--- src/verilog/ql_bus_pkg.sv ---
package ql_bus_pkg;

  // ====================================================================
  // CPU bus cycle as seen by the peripheral block
  // ====================================================================
  typedef struct packed {
    logic        vma;    // Valid memory address
    logic        rw;     // High for read
    logic        uds_n;  // Upper strobe for even byte
    logic        lds_n;  // Lower strobe for odd byte
    logic [6:1]  addr;   // Word address inside $18000 block
    logic [15:0] wdata;  // Data from CPU
  } cpu_bus_t;

  // ====================================================================
  // Decoded selects and write strobes
  // ====================================================================
  typedef struct packed {
    logic timer_rd;   // Read $18000-$18003
    logic timer_clr;  // Write $18000
    logic timer_adj;  // Write $18001
    logic ipc_wr;     // Write $18003
    logic irq_rd;     // Read $18020/21
    logic irq_wr;     // Write $18021
    logic mode_wr;    // Write $18063
  } port_sel_t;

  // Port word addresses as bits 6 to 1
  localparam logic [6:1] PORT_TIMER   = 6'd0;   // $18000
  localparam logic [6:1] PORT_IPC_WR  = 6'd1;   // $18002/03
  localparam logic [6:1] PORT_IPC_IRQ = 6'd16;  // $18020/21
  localparam logic [6:1] PORT_DISPLAY = 6'd49;  // $18062/63

endpackage

--- src/verilog/ql_ipc_pkg.sv ---
package ql_ipc_pkg;

  // ====================================================================
  // IPC commands and engine states
  // ====================================================================
  typedef enum logic [3:0] {
    CMD_STATUS    = 4'd1,   // Get status
    CMD_READ_KEY  = 4'd8,   // Read key
    CMD_KEY_ROW   = 4'd9,   // Read key row
    CMD_SET_SOUND = 4'd10   // Set sound
  } ipc_cmd_e;

  typedef enum logic [1:0] {
    IPC_IDLE  = 2'd0,  // Collecting command bits
    IPC_SEND  = 2'd1,  // Shifting reply out
    IPC_PARAM = 2'd2,  // Collecting row number
    IPC_SOUND = 2'd3   // Collecting sound bits
  } ipc_state_e;

  localparam logic [3:0] KEY_TAG    = 4'b0001;  // Key report marker
  localparam int         SOUND_BITS = 64;

  // Key report as QDOS expects it
  typedef struct packed {
    logic [3:0] tag;
    logic       zero_a;
    logic       shift;
    logic       ctrl;
    logic       alt;
    logic [1:0] zero_b;
    logic [2:0] row_n;  // Row inverted
    logic [2:0] col;
  } key_report_t;

  // Encoder result
  typedef struct packed {
    logic [2:0] row;
    logic [2:0] col;
    logic       shift;
    logic       ctrl;
    logic       alt;
  } key_info_t;

  // Reply byte view
  typedef struct packed {
    logic [7:0] reply;
    logic [7:0] pad;
  } reply_byte_t;

  // IPC return word, sent MSB first
  typedef union packed {
    key_report_t key;
    reply_byte_t rep;
  } ipc_ret_u;

endpackage

--- src/verilog/port_decode.sv ---
`timescale 1ns/1ps
module port_decode (
  input  logic                  clk_cpu,
  input  logic                  reset,
  input  ql_bus_pkg::cpu_bus_t  i_bus,
  input  logic [31:0]           i_timer,        // Seconds counter
  input  logic [7:0]            i_irq_pending,  // Pending interrupts
  input  logic [7:0]            i_ipc_status,   // IPC status byte
  output ql_bus_pkg::port_sel_t o_sel,
  output logic [15:0]           o_rdata,
  output logic                  o_mode
);
  import ql_bus_pkg::*;

  logic bus_rd;  // Qualified read cycle
  logic bus_wr;  // Qualified write cycle

  assign bus_rd = i_bus.vma && i_bus.rw;
  assign bus_wr = i_bus.vma && !i_bus.rw;

  // ====================================================================
  // Address and strobe decode
  // ====================================================================
  always_comb begin
    // Timer spans two words
    o_sel.timer_rd  = bus_rd && (i_bus.addr[6:2] == PORT_TIMER[6:2]);
    // Even byte clears, odd byte adjusts
    o_sel.timer_clr = bus_wr && (i_bus.addr == PORT_TIMER) && !i_bus.uds_n;
    o_sel.timer_adj = bus_wr && (i_bus.addr == PORT_TIMER) && !i_bus.lds_n;
    o_sel.ipc_wr    = bus_wr && (i_bus.addr == PORT_IPC_WR) && !i_bus.lds_n;
    o_sel.irq_rd    = bus_rd && (i_bus.addr == PORT_IPC_IRQ);
    o_sel.irq_wr    = bus_wr && (i_bus.addr == PORT_IPC_IRQ) && !i_bus.lds_n;
    o_sel.mode_wr   = bus_wr && (i_bus.addr == PORT_DISPLAY);
  end

  // Display mode latch
  always_ff @(posedge clk_cpu) begin
    if (reset) begin
      o_mode <= 1'b1;  // 256x256 after reset
    end else if (o_sel.mode_wr) begin
      o_mode <= i_bus.wdata[3];
    end
  end

  // ====================================================================
  // Read data mux
  // ====================================================================
  always_comb begin
    if (o_sel.timer_rd) begin
      // Odd word holds low half
      o_rdata = i_bus.addr[1] ? i_timer[15:0] : i_timer[31:16];
    end else if (o_sel.irq_rd) begin
      o_rdata = {i_ipc_status, i_irq_pending};
    end else begin
      o_rdata = '0;
    end
  end

endmodule

--- src/verilog/rtc_counter.sv ---
`timescale 1ns/1ps
module rtc_counter #(
  parameter int PRESCALE_DIV = 27000000  // Clocks per second
) (
  input  logic                  clk_cpu,
  input  ql_bus_pkg::port_sel_t i_sel,
  input  logic [7:0]            i_wdata,  // Adjust byte
  output logic [31:0]           o_timer
);

  localparam int               PRE_W    = (PRESCALE_DIV > 1) ? $clog2(PRESCALE_DIV) : 1;
  localparam logic [PRE_W-1:0] PRE_LAST = PRE_W'(PRESCALE_DIV - 1);

  logic [PRE_W-1:0] prescaler;
  logic             tick;       // Last cycle of the second
  logic [1:0]       byte_ptr;   // Next byte to adjust
  logic [31:0]      timer_nxt;

  assign tick = (prescaler == PRE_LAST);

  // Count plus optional byte load
  always_comb begin
    timer_nxt = o_timer + {31'd0, tick};
    if (i_sel.timer_adj) begin
      timer_nxt[{byte_ptr, 3'b000} +: 8] = i_wdata;  // Byte 0 lowest
    end
  end

  always_ff @(posedge clk_cpu) begin
    if (i_sel.timer_clr) begin
      prescaler <= '0;  // Restart the second too
      o_timer   <= '0;
      byte_ptr  <= '0;
    end else begin
      prescaler <= tick ? '0 : prescaler + 1'b1;
      o_timer   <= timer_nxt;
      if (i_sel.timer_adj) begin
        byte_ptr <= byte_ptr + 2'd1;
      end
    end
  end

endmodule

--- src/verilog/irq_ctrl.sv ---
`timescale 1ns/1ps
module irq_ctrl (
  input  logic                  clk_cpu,
  input  logic                  reset,
  input  ql_bus_pkg::port_sel_t i_sel,
  input  logic [4:0]            i_ack,        // Acknowledge bits
  input  logic                  i_vsync,
  input  logic                  i_timer_lsb,
  output logic [7:0]            o_pending,
  output logic                  o_ipl1_n
);

  logic vsync_q1;   // Sampled vsync
  logic vsync_q2;   // Previous sample
  logic vsync_irq;  // Frame interrupt flag

  always_ff @(posedge clk_cpu) begin
    if (reset) begin
      vsync_q1  <= 1'b0;
      vsync_q2  <= 1'b0;
      vsync_irq <= 1'b0;
    end else begin
      vsync_q1 <= i_vsync;
      vsync_q2 <= vsync_q1;
      if (i_sel.irq_wr && i_ack[3]) begin
        vsync_irq <= 1'b0;  // Ack wins over a new edge
      end else if (vsync_q2 && !vsync_q1) begin
        vsync_irq <= 1'b1;  // Falling edge
      end
    end
  end

  // Timer bit 5, vsync bit 3
  assign o_pending = {2'b00, i_timer_lsb, 1'b0, vsync_irq, 3'b000};
  assign o_ipl1_n  = !vsync_irq;

endmodule

--- src/verilog/key_encoder.sv ---
`timescale 1ns/1ps
module key_encoder (
  input  logic [63:0]           i_matrix,    // One byte per row
  input  logic [2:0]            i_row_sel,   // Row asked for by IPC
  output ql_ipc_pkg::key_info_t o_key,
  output logic [7:0]            o_row_byte
);

  // Lowest set bit among 0 to 6, else 7
  function automatic logic [2:0] first_set(input logic [7:0] v);
    logic [2:0] idx;
    idx = 3'd7;
    for (int i = 6; i >= 0; i--) begin
      if (v[i]) idx = 3'(i);
    end
    return idx;
  endfunction

  logic [7:0] row_hit;   // Row has a key down
  logic [2:0] key_row;
  logic [7:0] key_byte;  // Byte of the found row

  always_comb begin
    for (int r = 0; r < 8; r++) begin
      row_hit[r] = |i_matrix[r*8 +: 8];
    end
  end

  assign key_row  = first_set(row_hit);
  assign key_byte = i_matrix[{key_row, 3'b000} +: 8];

  assign o_key.row   = key_row;
  assign o_key.col   = first_set(key_byte);
  assign o_key.shift = i_matrix[56];
  assign o_key.ctrl  = i_matrix[57];
  assign o_key.alt   = i_matrix[58];

  assign o_row_byte = i_matrix[{i_row_sel, 3'b000} +: 8];

endmodule

--- src/verilog/ipc_fsm.sv ---
`timescale 1ns/1ps
module ipc_fsm (
  input  logic                              clk_cpu,
  input  logic                              reset,
  input  ql_bus_pkg::port_sel_t             i_sel,
  input  logic                              i_bit,        // Data bit 1
  input  logic                              i_zero,       // Data bit 0
  input  ql_ipc_pkg::key_info_t             i_key,
  input  logic [7:0]                        i_row_byte,
  input  logic                              i_key_strobe,
  input  logic                              i_key_down,
  output logic [2:0]                        o_row_sel,
  output logic [7:0]                        o_status,
  output logic [ql_ipc_pkg::SOUND_BITS-1:0] o_sound
);
  import ql_ipc_pkg::*;

  ipc_state_e state;
  logic       wr_q;         // Previous IPC strobe
  logic       wr_go;        // First cycle of a write
  logic [3:0] ipc_data;
  logic [3:0] ipc_shift;    // Data with new bit in
  logic [5:0] bit_cnt;
  logic [6:0] ipc_bits;     // Length of current transfer
  logic       last_bit;
  logic       key_pressed;  // Press since last status
  ipc_ret_u   ipc_ret;      // Reply shifter
  ipc_ret_u   key_word;
  ipc_ret_u   status_word;
  ipc_ret_u   row_word;

  assign wr_go     = i_sel.ipc_wr && !wr_q;
  assign ipc_shift = {ipc_data[2:0], i_bit};
  assign last_bit  = ({1'b0, bit_cnt} == ipc_bits - 7'd1);
  assign o_row_sel = ipc_shift[2:0];  // Row number from last param bits
  assign o_status  = {ipc_ret.rep.reply[7], 7'b0};  // Never busy

  // ====================================================================
  // Reply words
  // ====================================================================
  always_comb begin
    key_word           = '0;
    key_word.key.tag   = KEY_TAG;
    key_word.key.shift = i_key.shift;
    key_word.key.ctrl  = i_key.ctrl;
    key_word.key.alt   = i_key.alt;
    key_word.key.row_n = ~i_key.row;
    key_word.key.col   = i_key.col;
    status_word           = '0;
    status_word.rep.reply = {7'b0, key_pressed};
    row_word           = '0;
    row_word.rep.reply = i_row_byte;
  end

  // ====================================================================
  // Command engine
  // ====================================================================
  always_ff @(posedge clk_cpu) begin
    if (reset) begin
      state       <= IPC_IDLE;
      wr_q        <= 1'b0;
      ipc_data    <= '0;
      bit_cnt     <= '0;
      ipc_bits    <= '0;
      key_pressed <= 1'b0;
      ipc_ret     <= '0;
    end else begin
      wr_q <= i_sel.ipc_wr;
      if (i_key_strobe && i_key_down) key_pressed <= 1'b1;
      if (wr_go) begin
        ipc_data <= ipc_shift;
        if (!i_zero) bit_cnt <= bit_cnt + 6'd1;  // Skip initial write of 1
        case (state)
          IPC_IDLE: begin
            if (bit_cnt[1:0] == 2'd3) begin  // Fourth command bit
              case (ipc_shift)
                CMD_STATUS: begin
                  state       <= IPC_SEND;
                  ipc_bits    <= 7'd8;
                  bit_cnt     <= '0;
                  ipc_ret     <= status_word;
                  key_pressed <= 1'b0;
                end
                CMD_READ_KEY: begin
                  state    <= IPC_SEND;
                  ipc_bits <= 7'd16;
                  bit_cnt  <= '0;
                  ipc_ret  <= key_word;
                end
                CMD_KEY_ROW: begin
                  state    <= IPC_PARAM;  // Row number follows
                  ipc_bits <= 7'd4;
                  bit_cnt  <= '0;
                end
                CMD_SET_SOUND: begin
                  state    <= IPC_SOUND;
                  ipc_bits <= 7'(SOUND_BITS);
                  bit_cnt  <= '0;
                end
                default: ;  // Other commands ignored
              endcase
            end
          end
          IPC_SEND: begin
            if (bit_cnt != '0) ipc_ret <= {ipc_ret[14:0], 1'b0};
            if (last_bit) begin
              state   <= IPC_IDLE;
              bit_cnt <= '0;
            end
          end
          IPC_PARAM: begin
            if (last_bit) begin
              state    <= IPC_SEND;
              bit_cnt  <= '0;
              ipc_bits <= 7'd8;
              ipc_ret  <= row_word;
            end
          end
          IPC_SOUND: begin
            if (last_bit) begin
              state   <= IPC_IDLE;
              bit_cnt <= '0;
            end
          end
          default: state <= IPC_IDLE;
        endcase
      end
    end
  end

  // Sound parameter shifter
  always_ff @(posedge clk_cpu) begin
    if (wr_go && state == IPC_SOUND) begin
      o_sound <= {o_sound[SOUND_BITS-2:0], i_bit};
    end
  end

endmodule

--- src/verilog/ql_periph_top.sv ---
`timescale 1ns/1ps
module ql_periph_top #(
  parameter int PRESCALE_DIV = 27000000  // CPU clock in Hz
) (
  input  logic                              clk_cpu,
  input  logic                              reset,
  input  ql_bus_pkg::cpu_bus_t              i_bus,
  input  logic                              i_vsync,
  input  logic [63:0]                       i_kbd_matrix,
  input  logic                              i_key_strobe,  // Key event
  input  logic                              i_key_down,    // Event is a press
  output logic [15:0]                       o_rdata,
  output logic                              o_ipl1_n,
  output logic                              o_mode,
  output logic [ql_ipc_pkg::SOUND_BITS-1:0] o_sound
);
  import ql_bus_pkg::*;
  import ql_ipc_pkg::*;

  port_sel_t   sel;
  logic [31:0] timer;
  logic [7:0]  irq_pending;
  logic [7:0]  ipc_status;
  key_info_t   key_info;
  logic [7:0]  row_byte;
  logic [2:0]  row_sel;

  // ====================================================================
  // Bus side
  // ====================================================================
  port_decode u_port_decode (
    .clk_cpu       (clk_cpu),
    .reset         (reset),
    .i_bus         (i_bus),
    .i_timer       (timer),
    .i_irq_pending (irq_pending),
    .i_ipc_status  (ipc_status),
    .o_sel         (sel),
    .o_rdata       (o_rdata),
    .o_mode        (o_mode)
  );

  rtc_counter #(
    .PRESCALE_DIV (PRESCALE_DIV)
  ) u_rtc_counter (
    .clk_cpu (clk_cpu),
    .i_sel   (sel),
    .i_wdata (i_bus.wdata[7:0]),
    .o_timer (timer)
  );

  irq_ctrl u_irq_ctrl (
    .clk_cpu     (clk_cpu),
    .reset       (reset),
    .i_sel       (sel),
    .i_ack       (i_bus.wdata[4:0]),
    .i_vsync     (i_vsync),
    .i_timer_lsb (timer[0]),
    .o_pending   (irq_pending),
    .o_ipl1_n    (o_ipl1_n)
  );

  // ====================================================================
  // Keyboard and IPC
  // ====================================================================
  key_encoder u_key_encoder (
    .i_matrix   (i_kbd_matrix),
    .i_row_sel  (row_sel),
    .o_key      (key_info),
    .o_row_byte (row_byte)
  );

  ipc_fsm u_ipc_fsm (
    .clk_cpu      (clk_cpu),
    .reset        (reset),
    .i_sel        (sel),
    .i_bit        (i_bus.wdata[1]),
    .i_zero       (i_bus.wdata[0]),
    .i_key        (key_info),
    .i_row_byte   (row_byte),
    .i_key_strobe (i_key_strobe),
    .i_key_down   (i_key_down),
    .o_row_sel    (row_sel),
    .o_status     (ipc_status),
    .o_sound      (o_sound)
  );

endmodule

--- config.mk ---
export PLATFORM = sky130hd
export DESIGN_NAME = ql_periph_top
export DESIGN_NICKNAME = d
export VERILOG_FILES = /design/src/verilog/ql_bus_pkg.sv /design/src/verilog/ql_ipc_pkg.sv /design/src/verilog/port_decode.sv /design/src/verilog/rtc_counter.sv /design/src/verilog/irq_ctrl.sv /design/src/verilog/key_encoder.sv /design/src/verilog/ipc_fsm.sv /design/src/verilog/ql_periph_top.sv
export SDC_FILE = /design/constraint.sdc
export NUM_CORES = 1
export LEC_CHECK = 0
export BUFFER_PORTS_ARGS = -buffer_cell sky130_fd_sc_hd__buf_4
export CAP_MARGIN = 0
export CORE_MARGIN = 2
export CORE_UTILIZATION = 55
export CTS_CLUSTER_SIZE = 16
export DETAILED_ROUTE_END_ITERATION = 6
export GPL_ROUTABILITY_DRIVEN = 0
export PLACE_DENSITY = 0.91
export SYNTH_ARGS = -nofsm -noshare
export SYNTH_HDL_FRONTEND = slang
export SYNTH_HIERARCHICAL = 1
export SYNTH_SLANG_ARGS = --single-unit
--- constraint.sdc ---
create_clock -name clk_cpu -period 4.25 [get_ports clk_cpu]
set_input_delay 0.2125 -clock clk_cpu [delete_from_list [all_inputs] [get_ports clk_cpu]]
set_output_delay 0.2125 -clock clk_cpu [all_outputs]
set_load 0.01 [all_outputs]
==> metrics.csv, run 1 <==
stage;metric;value;unit
clock_tree;htree_levels;4;
clock_tree;cts_resized;0;
global_routing;grt_pass1_wl;36300;um
route;viasPerCell;6.15;
clock_tree;cts_made_buffers;17;
layout;drive_above_1_share;28.3;%
timing;min_period;3.29;ns
die;coreArea;15700;um2
min_path;hold_start;i_bus[6];
min_path;whs_endpoint;u_rtc_counter/o_timer[22]$_SDFF_PP0_;
timing;setup_viol;0;
route;first_pass_iters;5;
worst_setup_path;crit_fanout;8;
worst_setup_path;required;4.56;ns
die;dieWidth;130;um
power;ir_drop;0.343;mV
route;drt_wl_total;23300;um
route;drc;0;
die;die_h;130;um
timing;timing.hold.ws;0.0677;ns
global_routing;grt_overflow_total;0;
global_routing;grt-busiest-layer;met2;
clock_tree;cts_tree;built;
global_routing;use_met2;46.7;%
timing;rsz0062_at_grt;false;
worst_setup_path;reg2reg_depth;10;
timing;maxSlewHeadroom;40.7;%
layout;n_antenna_cell;0;
timing;worst_pin_slew;0.883;ns
die;io_pins;177;
min_path;hp-class;input port to register;
timing;slew_violations;0;
global_routing;antenna_found_initial;0;
die;num_rows;46;
power;power.density;333;nW/um2
placement;hpwl;16500;um
timing;fmax;304;MHz
power;power.leakage;3.97;nW
yosys;synthCells;837;
worst_setup_path;cpMostUsedCell;ha_1;
timing;finalCritPeriodShare;77.3;%
yosys;synth.avg_cell_area;10.5;um2
flow_run;cap_violations;0;
worst_setup_path;cp_data_arrival_time;3.60;ns
clock_tree;clock-root-buffer;clkbuf_16;
worst_setup_path;worst_setup_path_start_kind;register;
worst_setup_path;cpMaxStageDelayCell;nor3_2;
worst_setup_path;r2r_start;u_rtc_counter/prescaler[0]$_SDFF_PP0_;
global_routing;first_global_vias;7221;
timing;setup_tns;0;ns
route;wl_per_cell;19.1;um
worst_setup_path;reg2reg_slack;0.96;ns
worst_setup_path;worstSetupPathType;register to register;
min_path;hold_depth;2;
global_routing;use_met1;33.8;%
yosys;yosysWarnings;6;
placement;place.port_buffers;168;
global_routing;grtUsageTotal;27.3;%
timing;clock_skew;0.00831;ns
clock_tree;path_clk_slew;0.07;ns
global_routing;met3_usage;5.49;%
layout;nets;1100;
clock_tree;clock_path_buffers;2;
route;vias;7481;
worst_setup_path;r2r_end;u_rtc_counter/o_timer[22]$_SDFF_PP0_;
yosys;syn_area;8770;um2
clock_tree;insertion_delay;0.42;ns
die;die-area;17000;um2
global_routing;grt_max_degree;36;
run_status;outcome;complete, no violations;
die;start_util;55.8;%
timing;hold_viol;0;
worst_setup_path;critPathCaptureType;register;
clock_tree;hold_buffers;0;
route;drt_iter0_drc;740;
worst_setup_path;cp_cell_sequence;ha_1, nand3_2, nor4_2, ha_1, ha_1, nand4_4, nor3_2, nand4_1, xnor2_1, a22o_1;
clock_tree;postCtsSetupBuffers;0;
worst_setup_path;critPathMaxStageDelay;0.56;ns
clock_tree;clock_sink_count;160;
layout;area_delta_synth_final;21.9;%
route;antenna_left;0;
-- stage by stage --
step           cell area [um2]  setup slack [ns]  utilization, %  power (mW)  instances
2_1_floorplan             8820             0.919               -        1.88        848
3_3_place_gp             10100             0.793            64.1        1.99       1185
3_5_place_dp             10100             0.754            64.1        2.00       1185
4_1_cts                  10700              1.01            68.1        3.59       1217
5_1_grt                  10700             0.724            68.1        3.69       1217
6_report                 10700             0.964            68.1        3.57       1217
-- placed cells by master (no fill, tap or decap), types with 25 or more instances in the layout --
cell type  instances
nand2_1           43
xnor2_1           31
nor2_1            65
a21oi_1           48
edfxtp_1          64
buf_4            176
xor2_1            30
dfxtp_1           96
nand3_1           47
inv_1             25
-- worst max-delay path: cells and delay by family, from the launching register on --
kind / cells / cell delay [ns]
xor+xnor: 1 / 0.18
fa+ha+maj: 3 / 0.84
compound gates: 1 / 0.23
simple gates: 5 / 1.50
flops: 1 / 0.43
-- routing by layer --
metal | vias up | routed length, um
met5 | - | 0
met4 | 0 | 520
met3 | 59 | 1870
met2 | 406 | 11500
met1 | 3558 | 9400
li1 | 3458 | -
-- registers in the layout, summed over array words and instances, names as in the netlist, 2 cells and up --
| name | flops |
|---|---|
| u_ipc_fsm/state | 2 |
| u_rtc_counter/o_timer | 32 |
| u_ipc_fsm/bit_cnt | 6 |
| u_rtc_counter/byte_ptr | 2 |
| u_ipc_fsm/o_sound | 64 |
| u_rtc_counter/prescaler | 25 |
| u_ipc_fsm/ipc_bits | 4 |
| u_ipc_fsm/ipc_ret | 16 |
| u_ipc_fsm/ipc_data | 3 |
-- area by class of cell --
cell class                      count  area [um2]
Clock buffer                       18         429
Fill cell                        1138        5020
Clock inverter                     14         194
Inverter                           27         101
Multi-Input combinational cell    606        4540
Sequential cell                   160        3840
Timing Repair Buffer              176        1320
Tap cell                          216         270
-- worst max-delay path by stage --
stage	startpoint	to	slack, ns	cells past startpoint
after CTS	u_rtc_counter/prescaler[0]$_SDFF_PP0_	u_rtc_counter/o_timer[22]$_SDFF_PP0_	1.01	10
after global placement	i_kbd_matrix[52]	u_ipc_fsm/ipc_ret[0]$_SDFFE_PP0P_	0.79	12
after floorplan	i_bus[17]	u_ipc_fsm/o_sound[0]$_DFFE_PP_	0.92	6
after detailed placement	i_kbd_matrix[52]	u_ipc_fsm/ipc_ret[1]$_SDFFE_PP0P_	0.75	12
final	u_rtc_counter/prescaler[0]$_SDFF_PP0_	u_rtc_counter/o_timer[22]$_SDFF_PP0_	0.96	10
after global routing	u_rtc_counter/prescaler[0]$_SDFF_PP0_	u_rtc_counter/o_timer[24]$_SDFF_PP0_	0.72	10
-- power breakdown --
part / internal (mW) / switching [mW]
clock: 0.946 / 0.644
sequential: 1.63 / 0.0665
combinational: 0.141 / 0.136
No activity file was read; power rests on OpenSTA's default activity.
==> inputs of run 2 (changes only) <==
Settings changed: CORE_UTILIZATION 55 to 50, PLACE_DENSITY 0.91 to 0.88.
Clock period 4.25 ns to 2.7 ns, I/O delays scaled along.
==> metrics.csv, run 2 (synthesis results as in run 1) <==
stage;metric;value;unit
power;ir_drop;0.475;mV
timing;worst_pin_slew;0.921;ns
timing;hold_viol;0;
global_routing;use_met2;42.3;%
route;drt_wl_total;25300;um
clock_tree;cts_made_buffers;17;
min_path;hp-class;input port to register;
global_routing;grt_max_degree;65;
worst_setup_path;cp_data_arrival_time;3.00;ns
layout;largest_register_ffs;64;
timing;min_period;2.67;ns
die;dieWidth;136;um
route;viasPerCell;6.14;
worst_setup_path;worstSetupPathType;register to register;
global_routing;grt-busiest-layer;met2;
layout;final_cell_mix;buf_4, dfxtp_1, nor2_1;
worst_setup_path;cp_num_buf_inv;1;
die;coreArea;17200;um2
layout;area_delta_synth_final;32.1;%
power;p_sw;1.49;mW
clock_tree;path_clk_slew;0.07;ns
global_routing;antenna_found_initial;1;
power;p_seq_share;46.0;%
die;num_rows;48;
worst_setup_path;worst_setup_path_start_kind;register;
worst_setup_path;cpMostUsedCell;nand4_1;
timing;setup_viol;0;
worst_setup_path;reg2reg_slack;0.03;ns
placement;hpwl;18000;um
layout;n_antenna_cell;0;
power;clkPwrFrac;43.3;%
route;vias;8130;
worst_setup_path;cpMaxStageDelayCell;dfxtp_2;
layout;drive_above_1_share;35.5;%
die;start_util;50.9;%
global_routing;met3_usage;6.00;%
route;drt_iter0_drc;922;
clock_tree;insertion_delay;0.44;ns
die;io_pins;177;
flow_run;cap_violations;0;
die;die_h;136;um
worst_setup_path;crit_cells;11;
worst_setup_path;critPathMaxStageDelay;0.35;ns
power;netSwitchingFraction;26.0;%
run_status;outcome;complete, no violations;
clock_tree;cts_tree;built;
global_routing;grt_pass1_wl;38700;um
timing;fmax;375;MHz
clock_tree;clock_path_buffers;2;
global_routing;grt_overflow_total;0;
power;pwr-share-comb;10.7;%
power;power.density;495;nW/um2
timing;maxSlewHeadroom;38.1;%
worst_setup_path;cp_cell_sequence;nor4bb_4, nand4_1, nor4_4, ha_2, ha_4, nand4_4, nor3_4, buf_6, nand4_1, xnor2_1, a22o_1;
worst_setup_path;crit_fanout;3;
timing;slew_violations;0;
power;p_int;4.24;mW
timing;clock_skew;0.0114;ns
layout;fin_area;11600;um2
clock_tree;clock_sink_count;160;
worst_setup_path;reg2reg_depth;11;
worst_setup_path;r2r_start;u_rtc_counter/prescaler[24]$_SDFF_PP0_;
global_routing;first_global_vias;7701;
worst_setup_path;r2r_end;u_rtc_counter/o_timer[22]$_SDFF_PP0_;
worst_setup_path;required;3.03;ns
layout;nets;1199;
die;die-area;18600;um2
clock_tree;clock-root-buffer;clkbuf_16;
timing;rsz0062_at_grt;true;
worst_setup_path;critical_path.endpoint;u_rtc_counter/o_timer[22]$_SDFF_PP0_;
route;drc;0;
placement;place.port_buffers;168;
timing;setup_tns;0;ns
route;first_pass_iters;6;
route;antenna_left;0;
worst_setup_path;critPathCaptureType;register;
layout;final_common_cell;buf_4;
layout;largestRegisters;u_ipc_fsm/o_sound: 64 flops, u_rtc_counter/o_timer: 32 flops, u_rtc_counter/prescaler: 25 flops;
timing;timing.hold.ws;0.0130;ns
worst_setup_path;startpoint;u_rtc_counter/prescaler[24]$_SDFF_PP0_;
route;wl_per_cell;19.1;um
worst_setup_path;path_delay_family;simple AND/OR/NAND/NOR gates;
power;power.leakage;4.50;nW
layout;max_flop_register;u_ipc_fsm/o_sound;
placement;placed_area;10800;um2
clock_tree;htree_levels;4;
global_routing;grtUsageTotal;26.5;%
timing;finalCritPeriodShare;98.9;%
global_routing;use_met1;34.2;%
==> run 2: worst min path at each step <==
stage	startpoint	to	slack (ns)	cells past startpoint
finish	i_key_down	u_ipc_fsm/key_pressed$_SDFF_PP0_	0.01	3
floorplan	reset	u_irq_ctrl/vsync_irq$_SDFFE_PP0P_	0.20	1
global route	i_bus[0]	u_rtc_counter/o_timer[16]$_SDFF_PP0_	0.03	2
CTS	i_key_down	u_ipc_fsm/key_pressed$_SDFF_PP0_	0.002	3
global placement	i_vsync	u_irq_ctrl/vsync_q1$_SDFF_PP0_	0.39	2
detailed placement	i_vsync	u_irq_ctrl/vsync_q1$_SDFF_PP0_	0.38	2
==> run 2: area by class of cell <==
class | instances | area [um2]
multi-input combinational | 606 | 4630
tap | 225 | 282
clock inverter | 15 | 200
fill | 1268 | 5650
clock buffer | 17 | 425
timing repair buffer | 275 | 2100
inverter | 27 | 101
sequential | 160 | 3850
==> run 2: layer usage <==
layer  wire, um  vias to the layer above
met2      11900                      495
met5          0                        -
met4        990                        0
met1      10200                     3875
met3       2230                      102
li1           -                     3658
==> run 2: power groups by stage <==
stage	Combinational, mW	Sequential [mW]	Clock, mW
after detailed placement	0.583	2.68	0
after floorplan	0.261	2.70	0
after global routing	0.661	2.64	2.61
final	0.613	2.64	2.48
after CTS	0.596	2.63	2.51
after global placement	0.563	2.68	0
==> run 2: metrics by stage <==
step | total power, mW | utilization (%) | setup slack, ns | instances
floorplan | 2.96 | - | -0.0214 | 848
global placement | 3.24 | 62.6 | -0.164 | 1284
detailed placement | 3.27 | 62.6 | -0.308 | 1284
CTS | 5.73 | 66.7 | 0.0199 | 1323
global route | 5.91 | 67.2 | -0.0800 | 1325
finish | 5.73 | 67.2 | 0.0310 | 1325
==> run 2: worst min-delay path, delay by kind of cell <==
kind / cells / cell delay (ns)
AOI/OAI and AO/OA: 1 / 0.05
and+or+nand+nor: 1 / 0.15
buffers and inverters: 1 / 0.08
==> run 2: timing repair <==
item / CTS / global route
resized for setup: 2 / 16
buffers inserted: 0 / 2
pin swaps: 0 / 11
hold buffers: 7 / 0
endpoints found under the setup margin: 4 / 10
endpoints found under the hold margin: 12 / 0
